### config.mk
export PLATFORM = sky130hd
export DESIGN_NAME = xgmii_tx_top
export DESIGN_NICKNAME = d
export VERILOG_FILES = /design/src/hdl/xgmii_tx_pkg.sv /design/src/hdl/tx_crc32_bank.sv /design/src/hdl/tx_frame_ctrl.sv /design/src/hdl/tx_term_encoder.sv /design/src/hdl/xgmii_tx_top.sv
export SDC_FILE = /design/constraint.sdc
export NUM_CORES = 1
export LEC_CHECK = 0
export ABC_AREA = 1
export BUFFER_PORTS_ARGS = -buffer_cell sky130_fd_sc_hd__buf_2
export CAP_MARGIN = 40
export CELL_PAD_IN_SITES_DETAIL_PLACEMENT = 1
export CELL_PAD_IN_SITES_GLOBAL_PLACEMENT = 1
export CORE_UTILIZATION = 40
export DETAILED_ROUTE_END_ITERATION = 12
export PLACE_DENSITY = 0.83
export SYNTH_ARGS = -nofsm -noshare
export SYNTH_HDL_FRONTEND = slang
export SYNTH_SLANG_ARGS = --single-unit
export TNS_END_PERCENT = 100
### constraint.sdc
create_clock -name clk -period 5 [get_ports clk]
set_input_delay 0 -clock clk [delete_from_list [all_inputs] [get_ports clk]]
set_output_delay 0 -clock clk [all_outputs]
set_load 0.005 [all_outputs]
### src/hdl/xgmii_tx_pkg.sv
// xgmii transmitter shared definitions
package xgmii_tx_pkg;

    // bus geometry
    localparam int unsigned DATA_W = 64;
    localparam int unsigned CTRL_W = 8;
    localparam int unsigned EMPTY_W = 3;

    // ethernet framing bytes
    localparam logic [7:0] ETH_PRE = 8'h55;
    localparam logic [7:0] ETH_SFD = 8'hd5;

    // xgmii control characters
    localparam logic [7:0] XGMII_IDLE = 8'h07;
    localparam logic [7:0] XGMII_START = 8'hfb;
    localparam logic [7:0] XGMII_TERM = 8'hfd;
    localparam logic [7:0] XGMII_ERROR = 8'hfe;

    // minimum inter-frame gap in bytes
    localparam logic [7:0] MIN_IFG = 8'd12;

    typedef enum logic [2:0] {
        IDLE,
        PAYLOAD,
        PAD,
        FCS_1,
        FCS_2,
        ERR,
        IFG
    } tx_state_e;

    // one input beat, tvalid and tready travel separately
    typedef struct packed {
        logic [DATA_W-1:0] tdata;
        logic [CTRL_W-1:0] tkeep;
        logic              tlast;
        logic              tuser;
    } tx_beat_t;

    typedef struct packed {
        logic [DATA_W-1:0] txd;
        logic [CTRL_W-1:0] txc;
    } xgmii_word_t;

    // entry n holds the crc over bytes 0..n
    typedef logic [7:0][31:0] crc_bank_t;

    typedef struct packed {
        xgmii_word_t word0;
        xgmii_word_t word1;
        logic        two_words;
        logic [7:0]  ifg_offset;
    } term_words_t;

endpackage

### src/hdl/tx_crc32_bank.sv
// ethernet crc-32 bank
`timescale 1ns/1ps

module tx_crc32_bank (
    input  logic                             clk,
    input  logic                             crc_init,
    input  logic                             crc_update,
    input  logic [xgmii_tx_pkg::DATA_W-1:0]  cap_data,
    output xgmii_tx_pkg::crc_bank_t          crc_next,
    output xgmii_tx_pkg::crc_bank_t          crc_held
);

    import xgmii_tx_pkg::*;

    localparam logic [31:0] CRC_POLY = 32'h04c11db7;
    // lsb-first form of the polynomial
    localparam logic [31:0] CRC_POLY_REV = {<<{CRC_POLY}};

    function automatic logic [31:0] crc_byte(input logic [31:0] crc_in, input logic [7:0] data);
        logic [31:0] crc;
        crc = crc_in ^ {24'h000000, data};
        for (int b = 0; b < 8; b++) begin
            crc = crc[0] ? ((crc >> 1) ^ CRC_POLY_REV) : (crc >> 1);
        end
        return crc;
    endfunction

    // chain from the running state through bytes 0..7
    always_comb begin
        logic [31:0] acc;
        acc = crc_held[CTRL_W-1];
        for (int n = 0; n < CTRL_W; n++) begin
            acc = crc_byte(acc, cap_data[8*n +: 8]);
            crc_next[n] = acc;
        end
    end

    always_ff @(posedge clk) begin
        for (int n = 0; n < CTRL_W - 1; n++) begin
            crc_held[n] <= crc_next[n];
        end
        // last entry doubles as the running state
        if (crc_init) begin
            crc_held[CTRL_W-1] <= '1;
        end else if (crc_update) begin
            crc_held[CTRL_W-1] <= crc_next[CTRL_W-1];
        end
    end

endmodule

### src/hdl/tx_frame_ctrl.sv
// transmit frame controller
`timescale 1ns/1ps

module tx_frame_ctrl #(
    parameter bit PADDING_EN = 1'b1,
    parameter int MIN_FRAME_LEN = 64
) (
    input  logic                                  clk,
    input  logic                                  reset_crc,
    input  xgmii_tx_pkg::tx_beat_t                s_beat,
    input  logic                                  s_tvalid,
    output logic                                  s_tready,
    input  logic [7:0]                            cfg_ifg,
    input  logic                                  cfg_tx_enable,
    input  xgmii_tx_pkg::term_words_t             term,
    output logic                                  crc_init,
    output logic                                  crc_update,
    output logic [xgmii_tx_pkg::DATA_W-1:0]       cap_data,
    output logic [xgmii_tx_pkg::EMPTY_W-1:0]      cap_empty,
    output xgmii_tx_pkg::xgmii_word_t             xgmii_out,
    output logic                                  start_packet,
    output logic                                  error_underflow
);

    import xgmii_tx_pkg::*;

    // bytes before the fcs that a frame must reach
    localparam int NEED_BYTES = MIN_FRAME_LEN - 4;
    localparam int NEED_W = $clog2(NEED_BYTES + 1);

    localparam xgmii_word_t IDLE_WORD = '{txd: {CTRL_W{XGMII_IDLE}}, txc: 8'hff};
    localparam xgmii_word_t START_WORD = '{txd: {ETH_SFD, {6{ETH_PRE}}, XGMII_START},
                                           txc: 8'h01};
    localparam xgmii_word_t ERROR_WORD = '{txd: {XGMII_TERM, {7{XGMII_ERROR}}}, txc: 8'hff};

    tx_state_e          state_reg, state_next;
    logic               frame_reg, frame_next;
    logic               frame_start_reg, frame_start_next;
    logic               underflow_reg, underflow_next;
    logic [NEED_W-1:0]  min_count_reg, min_count_next;
    logic [7:0]         ifg_reg, ifg_next;
    logic               tready_next;
    xgmii_word_t        xgmii_next;
    logic [DATA_W-1:0]  cap_data_next;
    logic [EMPTY_W-1:0] cap_empty_next;

    logic [DATA_W-1:0]  beat_masked;
    logic [EMPTY_W-1:0] beat_empty;
    logic [NEED_W-1:0]  need_cur;
    logic [NEED_W-1:0]  need_rest;
    logic [EMPTY_W-1:0] pad_empty;
    tx_state_e          end_state;
    logic [EMPTY_W-1:0] end_empty;
    logic [7:0]         gap_min;
    logic [7:0]         ifg_dec;

    // contiguous tkeep from lane 0 to empty byte count
    function automatic logic [EMPTY_W-1:0] keep_to_empty(input logic [CTRL_W-1:0] keep);
        logic [EMPTY_W-1:0] empty;
        empty = EMPTY_W'(CTRL_W - 1);
        for (int i = 0; i < CTRL_W; i++) begin
            if (keep[i]) begin
                empty = EMPTY_W'(CTRL_W - 1 - i);
            end
        end
        return empty;
    endfunction

    always_comb begin
        for (int i = 0; i < CTRL_W; i++) begin
            beat_masked[8*i +: 8] = s_beat.tkeep[i] ? s_beat.tdata[8*i +: 8] : 8'h00;
        end
    end

    assign beat_empty = keep_to_empty(s_beat.tkeep);
    assign gap_min = (cfg_ifg > MIN_IFG) ? cfg_ifg : MIN_IFG;
    assign ifg_dec = (ifg_reg > 8'd8) ? ifg_reg - 8'd8 : 8'd0;

    // where the frame goes after the word being captured now
    always_comb begin
        need_cur = (state_reg == IDLE) ? NEED_W'(NEED_BYTES) : min_count_reg;
        need_rest = (need_cur > NEED_W'(CTRL_W)) ? need_cur - NEED_W'(CTRL_W) : '0;
        pad_empty = EMPTY_W'(CTRL_W - need_cur);
        if (!s_tvalid || s_beat.tuser) begin
            end_state = ERR;
            end_empty = beat_empty;
        end else if (PADDING_EN && need_cur > NEED_W'(CTRL_W)) begin
            end_state = PAD;
            end_empty = '0;
        end else if (PADDING_EN && need_cur != '0 && beat_empty > pad_empty) begin
            // short final beat, extend it with zero bytes
            end_state = FCS_1;
            end_empty = pad_empty;
        end else begin
            end_state = FCS_1;
            end_empty = beat_empty;
        end
    end

    always_comb begin
        state_next = state_reg;
        frame_next = frame_reg;
        frame_start_next = 1'b0;
        underflow_next = 1'b0;
        min_count_next = min_count_reg;
        ifg_next = ifg_reg;
        tready_next = 1'b0;
        xgmii_next = IDLE_WORD;
        cap_data_next = cap_data;
        cap_empty_next = cap_empty;
        crc_init = 1'b0;
        crc_update = 1'b0;

        if (s_tvalid && s_tready) begin
            frame_next = !s_beat.tlast;
        end

        case (state_reg)
            IDLE: begin
                crc_init = 1'b1;
                tready_next = cfg_tx_enable;
                cap_data_next = beat_masked;
                cap_empty_next = beat_empty;
                min_count_next = need_rest;
                if (s_tvalid && s_tready) begin
                    xgmii_next = START_WORD;
                    frame_start_next = 1'b1;
                    tready_next = frame_next;
                    if (s_beat.tlast) begin
                        cap_empty_next = end_empty;
                        state_next = end_state;
                    end else begin
                        state_next = PAYLOAD;
                    end
                end
            end
            PAYLOAD: begin
                crc_update = 1'b1;
                tready_next = 1'b1;
                xgmii_next = '{txd: cap_data, txc: 8'h00};
                cap_data_next = beat_masked;
                cap_empty_next = beat_empty;
                min_count_next = need_rest;
                if (!s_tvalid || s_beat.tlast) begin
                    // on underflow tready stays up to drain the frame
                    tready_next = frame_next;
                    underflow_next = !s_tvalid;
                    cap_empty_next = end_empty;
                    state_next = end_state;
                end
            end
            PAD: begin
                crc_update = 1'b1;
                tready_next = frame_next;
                xgmii_next = '{txd: cap_data, txc: 8'h00};
                cap_data_next = '0;
                cap_empty_next = '0;
                min_count_next = need_rest;
                if (need_cur <= NEED_W'(CTRL_W)) begin
                    cap_empty_next = pad_empty;
                    state_next = FCS_1;
                end
            end
            FCS_1: begin
                crc_update = 1'b1;
                tready_next = frame_next;
                xgmii_next = term.word0;
                ifg_next = gap_min - term.ifg_offset;
                state_next = term.two_words ? FCS_2 : IFG;
            end
            FCS_2: begin
                tready_next = frame_next;
                xgmii_next = term.word1;
                state_next = IFG;
            end
            ERR: begin
                tready_next = frame_next;
                xgmii_next = ERROR_WORD;
                ifg_next = gap_min;
                state_next = IFG;
            end
            IFG: begin
                tready_next = frame_next;
                ifg_next = ifg_dec;
                // hold here until gap is done and any dropped frame is drained
                if (ifg_dec == 8'd0 && !frame_reg) begin
                    tready_next = cfg_tx_enable;
                    state_next = IDLE;
                end
            end
            default: begin
                state_next = IDLE;
            end
        endcase
    end

    always_ff @(posedge clk) begin
        if (reset_crc) begin
            state_reg <= IDLE;
            frame_reg <= 1'b0;
            frame_start_reg <= 1'b0;
            underflow_reg <= 1'b0;
            min_count_reg <= '0;
            ifg_reg <= 8'd0;
            s_tready <= 1'b0;
            xgmii_out <= IDLE_WORD;
            start_packet <= 1'b0;
            error_underflow <= 1'b0;
        end else begin
            state_reg <= state_next;
            frame_reg <= frame_next;
            frame_start_reg <= frame_start_next;
            underflow_reg <= underflow_next;
            min_count_reg <= min_count_next;
            ifg_reg <= ifg_next;
            s_tready <= tready_next;
            xgmii_out <= xgmii_next;
            start_packet <= frame_start_reg;
            // lines up with the error word on the output
            error_underflow <= underflow_reg;
        end
    end

    always_ff @(posedge clk) begin
        cap_data <= cap_data_next;
        cap_empty <= cap_empty_next;
    end

endmodule

### src/hdl/tx_term_encoder.sv
// fcs and terminate encoder
`timescale 1ns/1ps

module tx_term_encoder (
    input  logic [xgmii_tx_pkg::DATA_W-1:0]   cap_data,
    input  logic [xgmii_tx_pkg::EMPTY_W-1:0]  cap_empty,
    input  xgmii_tx_pkg::crc_bank_t           crc_next,
    input  xgmii_tx_pkg::crc_bank_t           crc_held,
    output xgmii_tx_pkg::term_words_t         term
);

    import xgmii_tx_pkg::*;

    // byte stream across both words, lane 0 of word0 first
    logic [2*CTRL_W-1:0][7:0] lane_byte;
    logic [2*CTRL_W-1:0]      lane_ctrl;
    logic [3:0]               data_bytes;
    logic [31:0]              fcs_word0;
    logic [31:0]              fcs_word1;
    logic [31:0]              fcs_pick;
    logic                     two_words;

    always_comb begin
        data_bytes = 4'(CTRL_W) - 4'(cap_empty);

        // crc index is data_bytes - 1, which is the inverted empty count
        // word0 is sent this cycle, word1 one cycle later from the held copy
        fcs_word0 = ~crc_next[~cap_empty];
        fcs_word1 = ~crc_held[~cap_empty];

        two_words = (cap_empty <= 3'd4);
        fcs_pick = fcs_word0;

        for (int i = 0; i < 2*CTRL_W; i++) begin
            fcs_pick = (i < CTRL_W) ? fcs_word0 : fcs_word1;
            if (i < data_bytes) begin
                lane_byte[i] = cap_data[8*(i % CTRL_W) +: 8];
                lane_ctrl[i] = 1'b0;
            end else if (i < data_bytes + 4) begin
                lane_byte[i] = fcs_pick[8*(i - data_bytes) +: 8];
                lane_ctrl[i] = 1'b0;
            end else if (i == data_bytes + 4) begin
                lane_byte[i] = XGMII_TERM;
                lane_ctrl[i] = 1'b1;
            end else begin
                lane_byte[i] = XGMII_IDLE;
                lane_ctrl[i] = 1'b1;
            end
        end

        term.word0.txd = lane_byte[CTRL_W-1:0];
        term.word0.txc = lane_ctrl[CTRL_W-1:0];
        term.word1.txd = lane_byte[2*CTRL_W-1:CTRL_W];
        term.word1.txc = lane_ctrl[2*CTRL_W-1:CTRL_W];
        term.two_words = two_words;

        // idle bytes that follow the terminate in the final word
        if (two_words) begin
            term.ifg_offset = 8'(11 - data_bytes);
        end else begin
            term.ifg_offset = 8'(3 - data_bytes);
        end
    end

endmodule

### src/hdl/xgmii_tx_top.sv
// xgmii frame transmitter top
`timescale 1ns/1ps

module xgmii_tx_top #(
    parameter bit PADDING_EN = 1'b1,
    parameter int MIN_FRAME_LEN = 64
) (
    input  logic                    clk,
    input  logic                    reset_crc,

    // frame input stream
    input  xgmii_tx_pkg::tx_beat_t  s_beat,
    input  logic                    s_tvalid,
    output logic                    s_tready,

    // configuration
    input  logic [7:0]              cfg_ifg,
    input  logic                    cfg_tx_enable,

    output xgmii_tx_pkg::xgmii_word_t xgmii_out,

    // status
    output logic                    start_packet,
    output logic                    error_underflow
);

    import xgmii_tx_pkg::*;

    logic               crc_init;
    logic               crc_update;
    logic [DATA_W-1:0]  cap_data;
    logic [EMPTY_W-1:0] cap_empty;
    crc_bank_t          crc_next;
    crc_bank_t          crc_held;
    term_words_t        term;

    tx_frame_ctrl #(
        .PADDING_EN(PADDING_EN),
        .MIN_FRAME_LEN(MIN_FRAME_LEN)
    ) i_tx_frame_ctrl (
        .clk(clk),
        .reset_crc(reset_crc),
        .s_beat(s_beat),
        .s_tvalid(s_tvalid),
        .s_tready(s_tready),
        .cfg_ifg(cfg_ifg),
        .cfg_tx_enable(cfg_tx_enable),
        .term(term),
        .crc_init(crc_init),
        .crc_update(crc_update),
        .cap_data(cap_data),
        .cap_empty(cap_empty),
        .xgmii_out(xgmii_out),
        .start_packet(start_packet),
        .error_underflow(error_underflow)
    );

    tx_crc32_bank i_tx_crc32_bank (
        .clk(clk),
        .crc_init(crc_init),
        .crc_update(crc_update),
        .cap_data(cap_data),
        .crc_next(crc_next),
        .crc_held(crc_held)
    );

    tx_term_encoder i_tx_term_encoder (
        .cap_data(cap_data),
        .cap_empty(cap_empty),
        .crc_next(crc_next),
        .crc_held(crc_held),
        .term(term)
    );

endmodule

==> metrics list, run 1 <==
* Cell count after synthesis: 5649
- For this configuration, the core starts out at a cell density of 0.405.
- The first error in the log reads "[ERROR GRT-0116] Global routing finished with congestion. Check the congestion regions in the DRC Viewer".
- Fraction of synthesis flops using an asynchronous set or reset pin: 0
* Number of clock buffers inserted by TritonCTS: 52
* Top cell type by total area after synthesis: sky130_fd_sc_hd__dfxtp_1
- Measured along the x axis, the die boundary spans 296 um.
- Synthesis produced a netlist with a net count of 5771.
- Yosys mapped a number of flops with a built-in enable equal to 67.
- Sum of overflow across all layers after global routing: 148
- Post-synth cell types: 68
* Maximum level of the CTS H-tree: 2
* Vias in the first global route: 60600
- Mean instance size in the synthesized netlist: 6.11 um2
- Cell at the root of the clock tree: sky130_fd_sc_hd__clkbuf_16
* Num rows: 107
- Global-route usage over all layers: 0.714
- Of the post-synthesis cell area, the dominant cell type holds 0.203.
* Number of clock sinks: 418
- In this run the cell area of the synthesized design comes to 34500 um2.
* Synth top area cells: sky130_fd_sc_hd__dfxtp_1, sky130_fd_sc_hd__nand2_1, sky130_fd_sc_hd__nand3_1, sky130_fd_sc_hd__o21ai_0, sky130_fd_sc_hd__edfxtp_1
- The flow stopped in global routing (5_1_grt).
* Yosys warns: 0
- The first global-routing pass estimated 451000 um of wire.
- Worst-case clock buffer depth: 3
- # port buffers: 160
- Sequential share of the synthesized area: 0.262
* Placer congestion estimate: 1.12
* Maximum number of pins on one net before global-route repair: 106
* Status: stopped before the end
- Top-Level Pins: 161
* Synth Register Bits: 418
- Detail Placement HPWL: 191000 um
* Most common flop cell mapped by yosys: sky130_fd_sc_hd__dfxtp_1
* Die Y-Extent: 296 um
## cell families after synthesis
family | Yosys count | share of synthesized area
AND/OR/NAND/NOR | 3357 | 0.433
AO/OA/AOI/OAI | 921 | 0.156
buffers and inverters | 775 | 0.0959
flip-flops | 418 | 0.262
XOR/XNOR | 135 | 0.0378
adder cells (fa/ha/maj) | 36 | 0.0133
multiplexers | 7 | 0.00203
## Yosys cell counts (5+ instances only)
cell and instances:
sky130_fd_sc_hd__a211oi_1 6, sky130_fd_sc_hd__a21oi_1 212, sky130_fd_sc_hd__a21oi_2 8, sky130_fd_sc_hd__a221oi_1 41, sky130_fd_sc_hd__a22oi_1 19, sky130_fd_sc_hd__a31oi_1 27
sky130_fd_sc_hd__buf_1 10, sky130_fd_sc_hd__buf_2 12, sky130_fd_sc_hd__buf_4 11, sky130_fd_sc_hd__buf_6 19, sky130_fd_sc_hd__clkbuf_1 140, sky130_fd_sc_hd__clkbuf_8 17
sky130_fd_sc_hd__dfxtp_1 351, sky130_fd_sc_hd__edfxtp_1 67, sky130_fd_sc_hd__ha_1 35, sky130_fd_sc_hd__inv_1 519, sky130_fd_sc_hd__inv_2 38, sky130_fd_sc_hd__mux2i_1 7
sky130_fd_sc_hd__nand2_1 1868, sky130_fd_sc_hd__nand2_2 222, sky130_fd_sc_hd__nand2_4 53, sky130_fd_sc_hd__nand3_1 742, sky130_fd_sc_hd__nand3_2 53, sky130_fd_sc_hd__nand4_1 13
sky130_fd_sc_hd__nor2_1 358, sky130_fd_sc_hd__nor3_1 23, sky130_fd_sc_hd__o2111ai_1 9, sky130_fd_sc_hd__o211ai_1 65, sky130_fd_sc_hd__o21ai_0 406, sky130_fd_sc_hd__o21ai_1 13
sky130_fd_sc_hd__o221ai_1 34, sky130_fd_sc_hd__o22ai_1 49, sky130_fd_sc_hd__o311ai_0 5, sky130_fd_sc_hd__or2_2 11, sky130_fd_sc_hd__xnor2_1 21, sky130_fd_sc_hd__xor2_1 103
sky130_fd_sc_hd__xor2_2 6
## per-stage QoR
stage,utilization,instances,worst slack (ns),TNS [ns],area (um2)
2_1_floorplan,-,5649,-0.315,-17.15,34700
3_3_place_gp,0.514,7743,-3.12,-299.91,43800
3_5_place_dp,0.515,7749,-3.29,-328.81,43900
4_1_cts,0.604,8093,-2.18,-190.74,51500
## per-layer routing
layer  track usage  overflow
met1         0.737         0
met2         0.897        91
met3         0.531         0
met4         0.670        57
met5         0.218         0
## what timing repair did
item | in CTS
buffers inserted | 139
endpoints found under the setup margin | 173
hold buffers | 109
hold endpoints to repair | 86
cloned | 1
pin swaps | 206
gates resized for setup | 862
==> run 2, diff against run 1 <==
--- a/config.mk
+++ b/config.mk
@@ -8,11 +8,9 @@
 export ABC_AREA = 1
 export BUFFER_PORTS_ARGS = -buffer_cell sky130_fd_sc_hd__buf_2
 export CAP_MARGIN = 40
-export CELL_PAD_IN_SITES_DETAIL_PLACEMENT = 1
-export CELL_PAD_IN_SITES_GLOBAL_PLACEMENT = 1
-export CORE_UTILIZATION = 40
+export CORE_UTILIZATION = 25
 export DETAILED_ROUTE_END_ITERATION = 12
-export PLACE_DENSITY = 0.83
+export PLACE_DENSITY_LB_ADDON = 0.15
 export SYNTH_ARGS = -nofsm -noshare
 export SYNTH_HDL_FRONTEND = slang
 export SYNTH_SLANG_ARGS = --single-unit
==> constraint.sdc (replaced) <==
create_clock -name clk -period 6.5 [get_ports clk]
set_input_delay 0 -clock clk [delete_from_list [all_inputs] [get_ports clk]]
set_output_delay 0 -clock clk [all_outputs]
set_load 0.005 [all_outputs]
==> run 2 against run 1 <==
  * The flow now finishes, with violations (setup timing)
  * Synthesized cell count is the same
  * Synthesized area stayed put
==> metrics list, run 2 <==
* Cell with the most instances after synthesis: sky130_fd_sc_hd__nand2_1
* Synth Register Bits: 418
- The register with the most flip-flops in the layout has 256 of them.
* Critical path data arrival time: 7.94 ns
* Most common flop cell mapped by yosys: sky130_fd_sc_hd__dfxtp_1
* CP Launch Type: flip-flop
* Post-detailed-route via-to-cell ratio: 5.30
- Critical-path maximum fanout: 11
* Global-route usage over all layers: 0.337
- The worst register-to-register path begins at i_tx_frame_ctrl.cap_data[1].
* Slowest stage cell on the critical path: sky130_fd_sc_hd__edfxtp_1
- Number of failing hold endpoints at the final stage: 0
* Status: finished with violations
* Setup crit end kind: flip-flop
- Detail Placement HPWL: 199000 um
* Proportion of netlist area held by the largest area contributor: 0.203
- Fraction of synthesis flops using an asynchronous set or reset pin: 0
- TritonCTS built the clock tree.
- The floorplan step set the die height to 374 um.
- The mapped netlist covers 34500 um2.
- The floorplan step defined a core boundary enclosing 137000 um2.
- Design Area, Final: 58300 um2
* Number of antenna violations at the first check in global routing: 7
* Syn Nets: 5771
- Violation count after the first detailed-routing iteration: 4687
- Share of the clock period used by the worst path after layout: 1.13
* Number of cells on the worst hold path: 3
- Final worst slack: -0.834 ns
- After detailed routing, the number of remaining DRC violations is 0.
* Max Clk Rate: 0.136 GHz
- Total length of routed wires: 249000 um
- In this run the most critical hold path is launched from s_beat[7].
- The detail route stage leaves a number of antenna-violating nets equal to 0.
- Post-layout minimum cycle time: 7.33 ns
- For this run, the detailed router's first-pass iteration total came to 8.
- Of the cells placed in the final design, the portion with a size suffix greater than 1 is 0.444.
- The endpoint identified for the worst register-to-register timing path is i_tx_frame_ctrl.xgmii_out[30].
* Clock latency reported for the late side of the worst-skew pair: 0.72 ns
* Worst Clk Skew: 0.0668 ns
* Final setup vio count: 66
- Synth-to-Final Area Change: 68.7%
- Mean instance size in the synthesized netlist: 6.11 um2
- The biggest area contributor in the post-synthesis netlist is sky130_fd_sc_hd__dfxtp_1.
- Maximum number of pins on one net before global-route repair: 109
- Worst r2r path cells: 64
* Fin. max-slew vios: 0
* EDFF count, synth: 67
- Ranked by flip-flop count, first place goes to i_tx_crc32_bank.crc_held.
- # port buffers: 160
- Measured against its own limit, the worst slew margin works out to 0.179.
* Sum of overflow across all layers after global routing: 0
- Min-Delay Endpoint: i_tx_frame_ctrl.cap_data[45]
- Unrepaired setup endpoints after global routing: true
- Number of clock sinks: 418
- Yosys warns: 0
- The worst setup path is of the reg -> reg kind.
- In this design, the critical path's most frequently occurring cell is sky130_fd_sc_hd__nand2_4.
* Violated checks: setup timing
- The tightest min-delay check is of the in -> reg type.
- Number of clock buffers inserted by TritonCTS: 53
* Die Area: 140000 um2
- Leaving out fill and tap cells, the most frequent cell in the layout is sky130_fd_sc_hd__nand2_1.
* Commonest non-fill, non-tap cells in the layout: sky130_fd_sc_hd__nand2_1, sky130_fd_sc_hd__buf_4, sky130_fd_sc_hd__nand2_2
- Via count: 47300
- Max-cap violations in this run came to 0.
- Largest stage delay on the critical path: 0.50 ns
- Setup slack on the worst reg-to-reg path comes out at -0.83 ns.
* Initial Util: 0.251
* Cell at the root of the clock tree: sky130_fd_sc_hd__clkbuf_16
* Synth top area cells: sky130_fd_sc_hd__dfxtp_1, sky130_fd_sc_hd__nand2_1, sky130_fd_sc_hd__nand3_1, sky130_fd_sc_hd__o21ai_0, sky130_fd_sc_hd__edfxtp_1
* Data required time of the critical path: 7.11 ns
- Counting along the longest clock path gives a buffer depth of 3.
- The initialized floorplan defines 136 standard-cell rows.
- Clock-pin slew was measured on the worst setup and hold paths at 0.06 ns.
- Sequential share of the synthesized area: 0.262
* Die Width: 374 um
- The largest registers in the layout are i_tx_crc32_bank.crc_held x256, i_tx_frame_ctrl.xgmii_out x72, i_tx_frame_ctrl.cap_data x64.
* Post-detailed-route wirelength per cell: 27.9 um
* Total number of nets in the final design: 7204
- For this design the top-level I/O count stands at 161.
- The number of different library cells used by synthesis comes to 68.
* Wire length of the first global-routing pass: 333000 um
* Most common library cells after synthesis: sky130_fd_sc_hd__nand2_1, sky130_fd_sc_hd__nand3_1, sky130_fd_sc_hd__inv_1
- In the synthesized netlist, the number of instances is 5649.
- Placer congestion estimate: 1.05
* Tightest Pin Transition: 1.23 ns
- Vias in the first global route: 43400
- Placed Area: 45000 um2
- Maximum level of the CTS H-tree: 2
run 2: cell counts after synthesis:
No cell type changed its count.
run 2: per-layer routing:
metal	vias to the layer above	wire [um]	global-route usage
met5	-	38	0
met2	2174	110000	0.534
met1	23000	102000	0.432
met3	582	18400	0.0462
li1	21500	-	-
met4	6	19700	0.209
run 2: how the worst max path moves through the flow:
stage,from,to,slack (ns),cells past startpoint
2_1_floorplan,i_tx_frame_ctrl.cap_data[0],i_tx_frame_ctrl.xgmii_out[55],1.10,55
3_3_place_gp,i_tx_frame_ctrl.cap_data[6],i_tx_frame_ctrl.xgmii_out[65],-2.08,59
3_5_place_dp,i_tx_frame_ctrl.cap_data[6],i_tx_frame_ctrl.xgmii_out[65],-2.09,57
4_1_cts,i_tx_frame_ctrl.cap_data[0],i_tx_frame_ctrl.xgmii_out[24],-0.80,63
5_1_grt,i_tx_frame_ctrl.cap_data[0],i_tx_frame_ctrl.xgmii_out[24],-1.03,64
6_report,i_tx_frame_ctrl.cap_data[1],i_tx_frame_ctrl.xgmii_out[30],-0.83,64
run 2: cell families (layout without fill, tap and decap cells):
family | Yosys count | in the layout | synth area share
simple gates | 3357 | 3359 | 0.433
compound gates | 921 | 921 | 0.156
buf+inv | 775 | 2250 | 0.0959
flops | 418 | 418 | 0.262
xor+xnor | 135 | 135 | 0.0378
fa+ha+maj | 36 | 36 | 0.0133
mux | 7 | 7 | 0.00203
other cells | 0 | 3 | 0
run 2: through the flow:
step,std cells,hold slack [ns],setup WS (ns),TNS [ns],util
2_1_floorplan,5649,0.0793,1.10,0,-
3_3_place_gp,8419,0.209,-2.08,-136.59,0.326
3_5_place_dp,8441,0.213,-2.09,-133.82,0.327
4_1_cts,8773,0.00504,-0.802,-45.45,0.379
5_1_grt,8922,0.0247,-1.03,-60.90,0.424
6_report,8923,0.0270,-0.834,-44.55,0.424
run 2: what timing repair did:
item	CTS	global route
endpoints found under the hold margin	99	0
pin swaps	188	467
setup endpoints to repair	108	98
buffers inserted	123	155
cloned	2	1
resized for setup	761	1133
hold buffers	110	0
run 2: critical path, delay by kind of cell, from the launching register on:
| kind | cells | cell delay, ns |
|---|---|---|
| compound gates | 2 | 0.34 |
| xor+xnor | 1 | 0.21 |
| buf+inv | 15 | 1.97 |
| flops | 1 | 0.50 |
| simple gates | 46 | 4.13 |
run 2: area by class of cell:
| type | count | area, um2 |
|---|---|---|
| multi-input combinational | 4458 | 29800 |
| timing repair buffer | 1588 | 13100 |
| fill | 14300 | 79100 |
| sequential | 418 | 9050 |
| clock buffer | 74 | 1500 |
| inverter | 563 | 2170 |
| antenna | 3 | 7.51 |
| tap | 1794 | 2240 |
| clock inverter | 25 | 377 |
Power of run 2 is left out: the tool's default activity adds up to more than one toggle a clock period on the data nets, which glitch-free logic cannot reach.
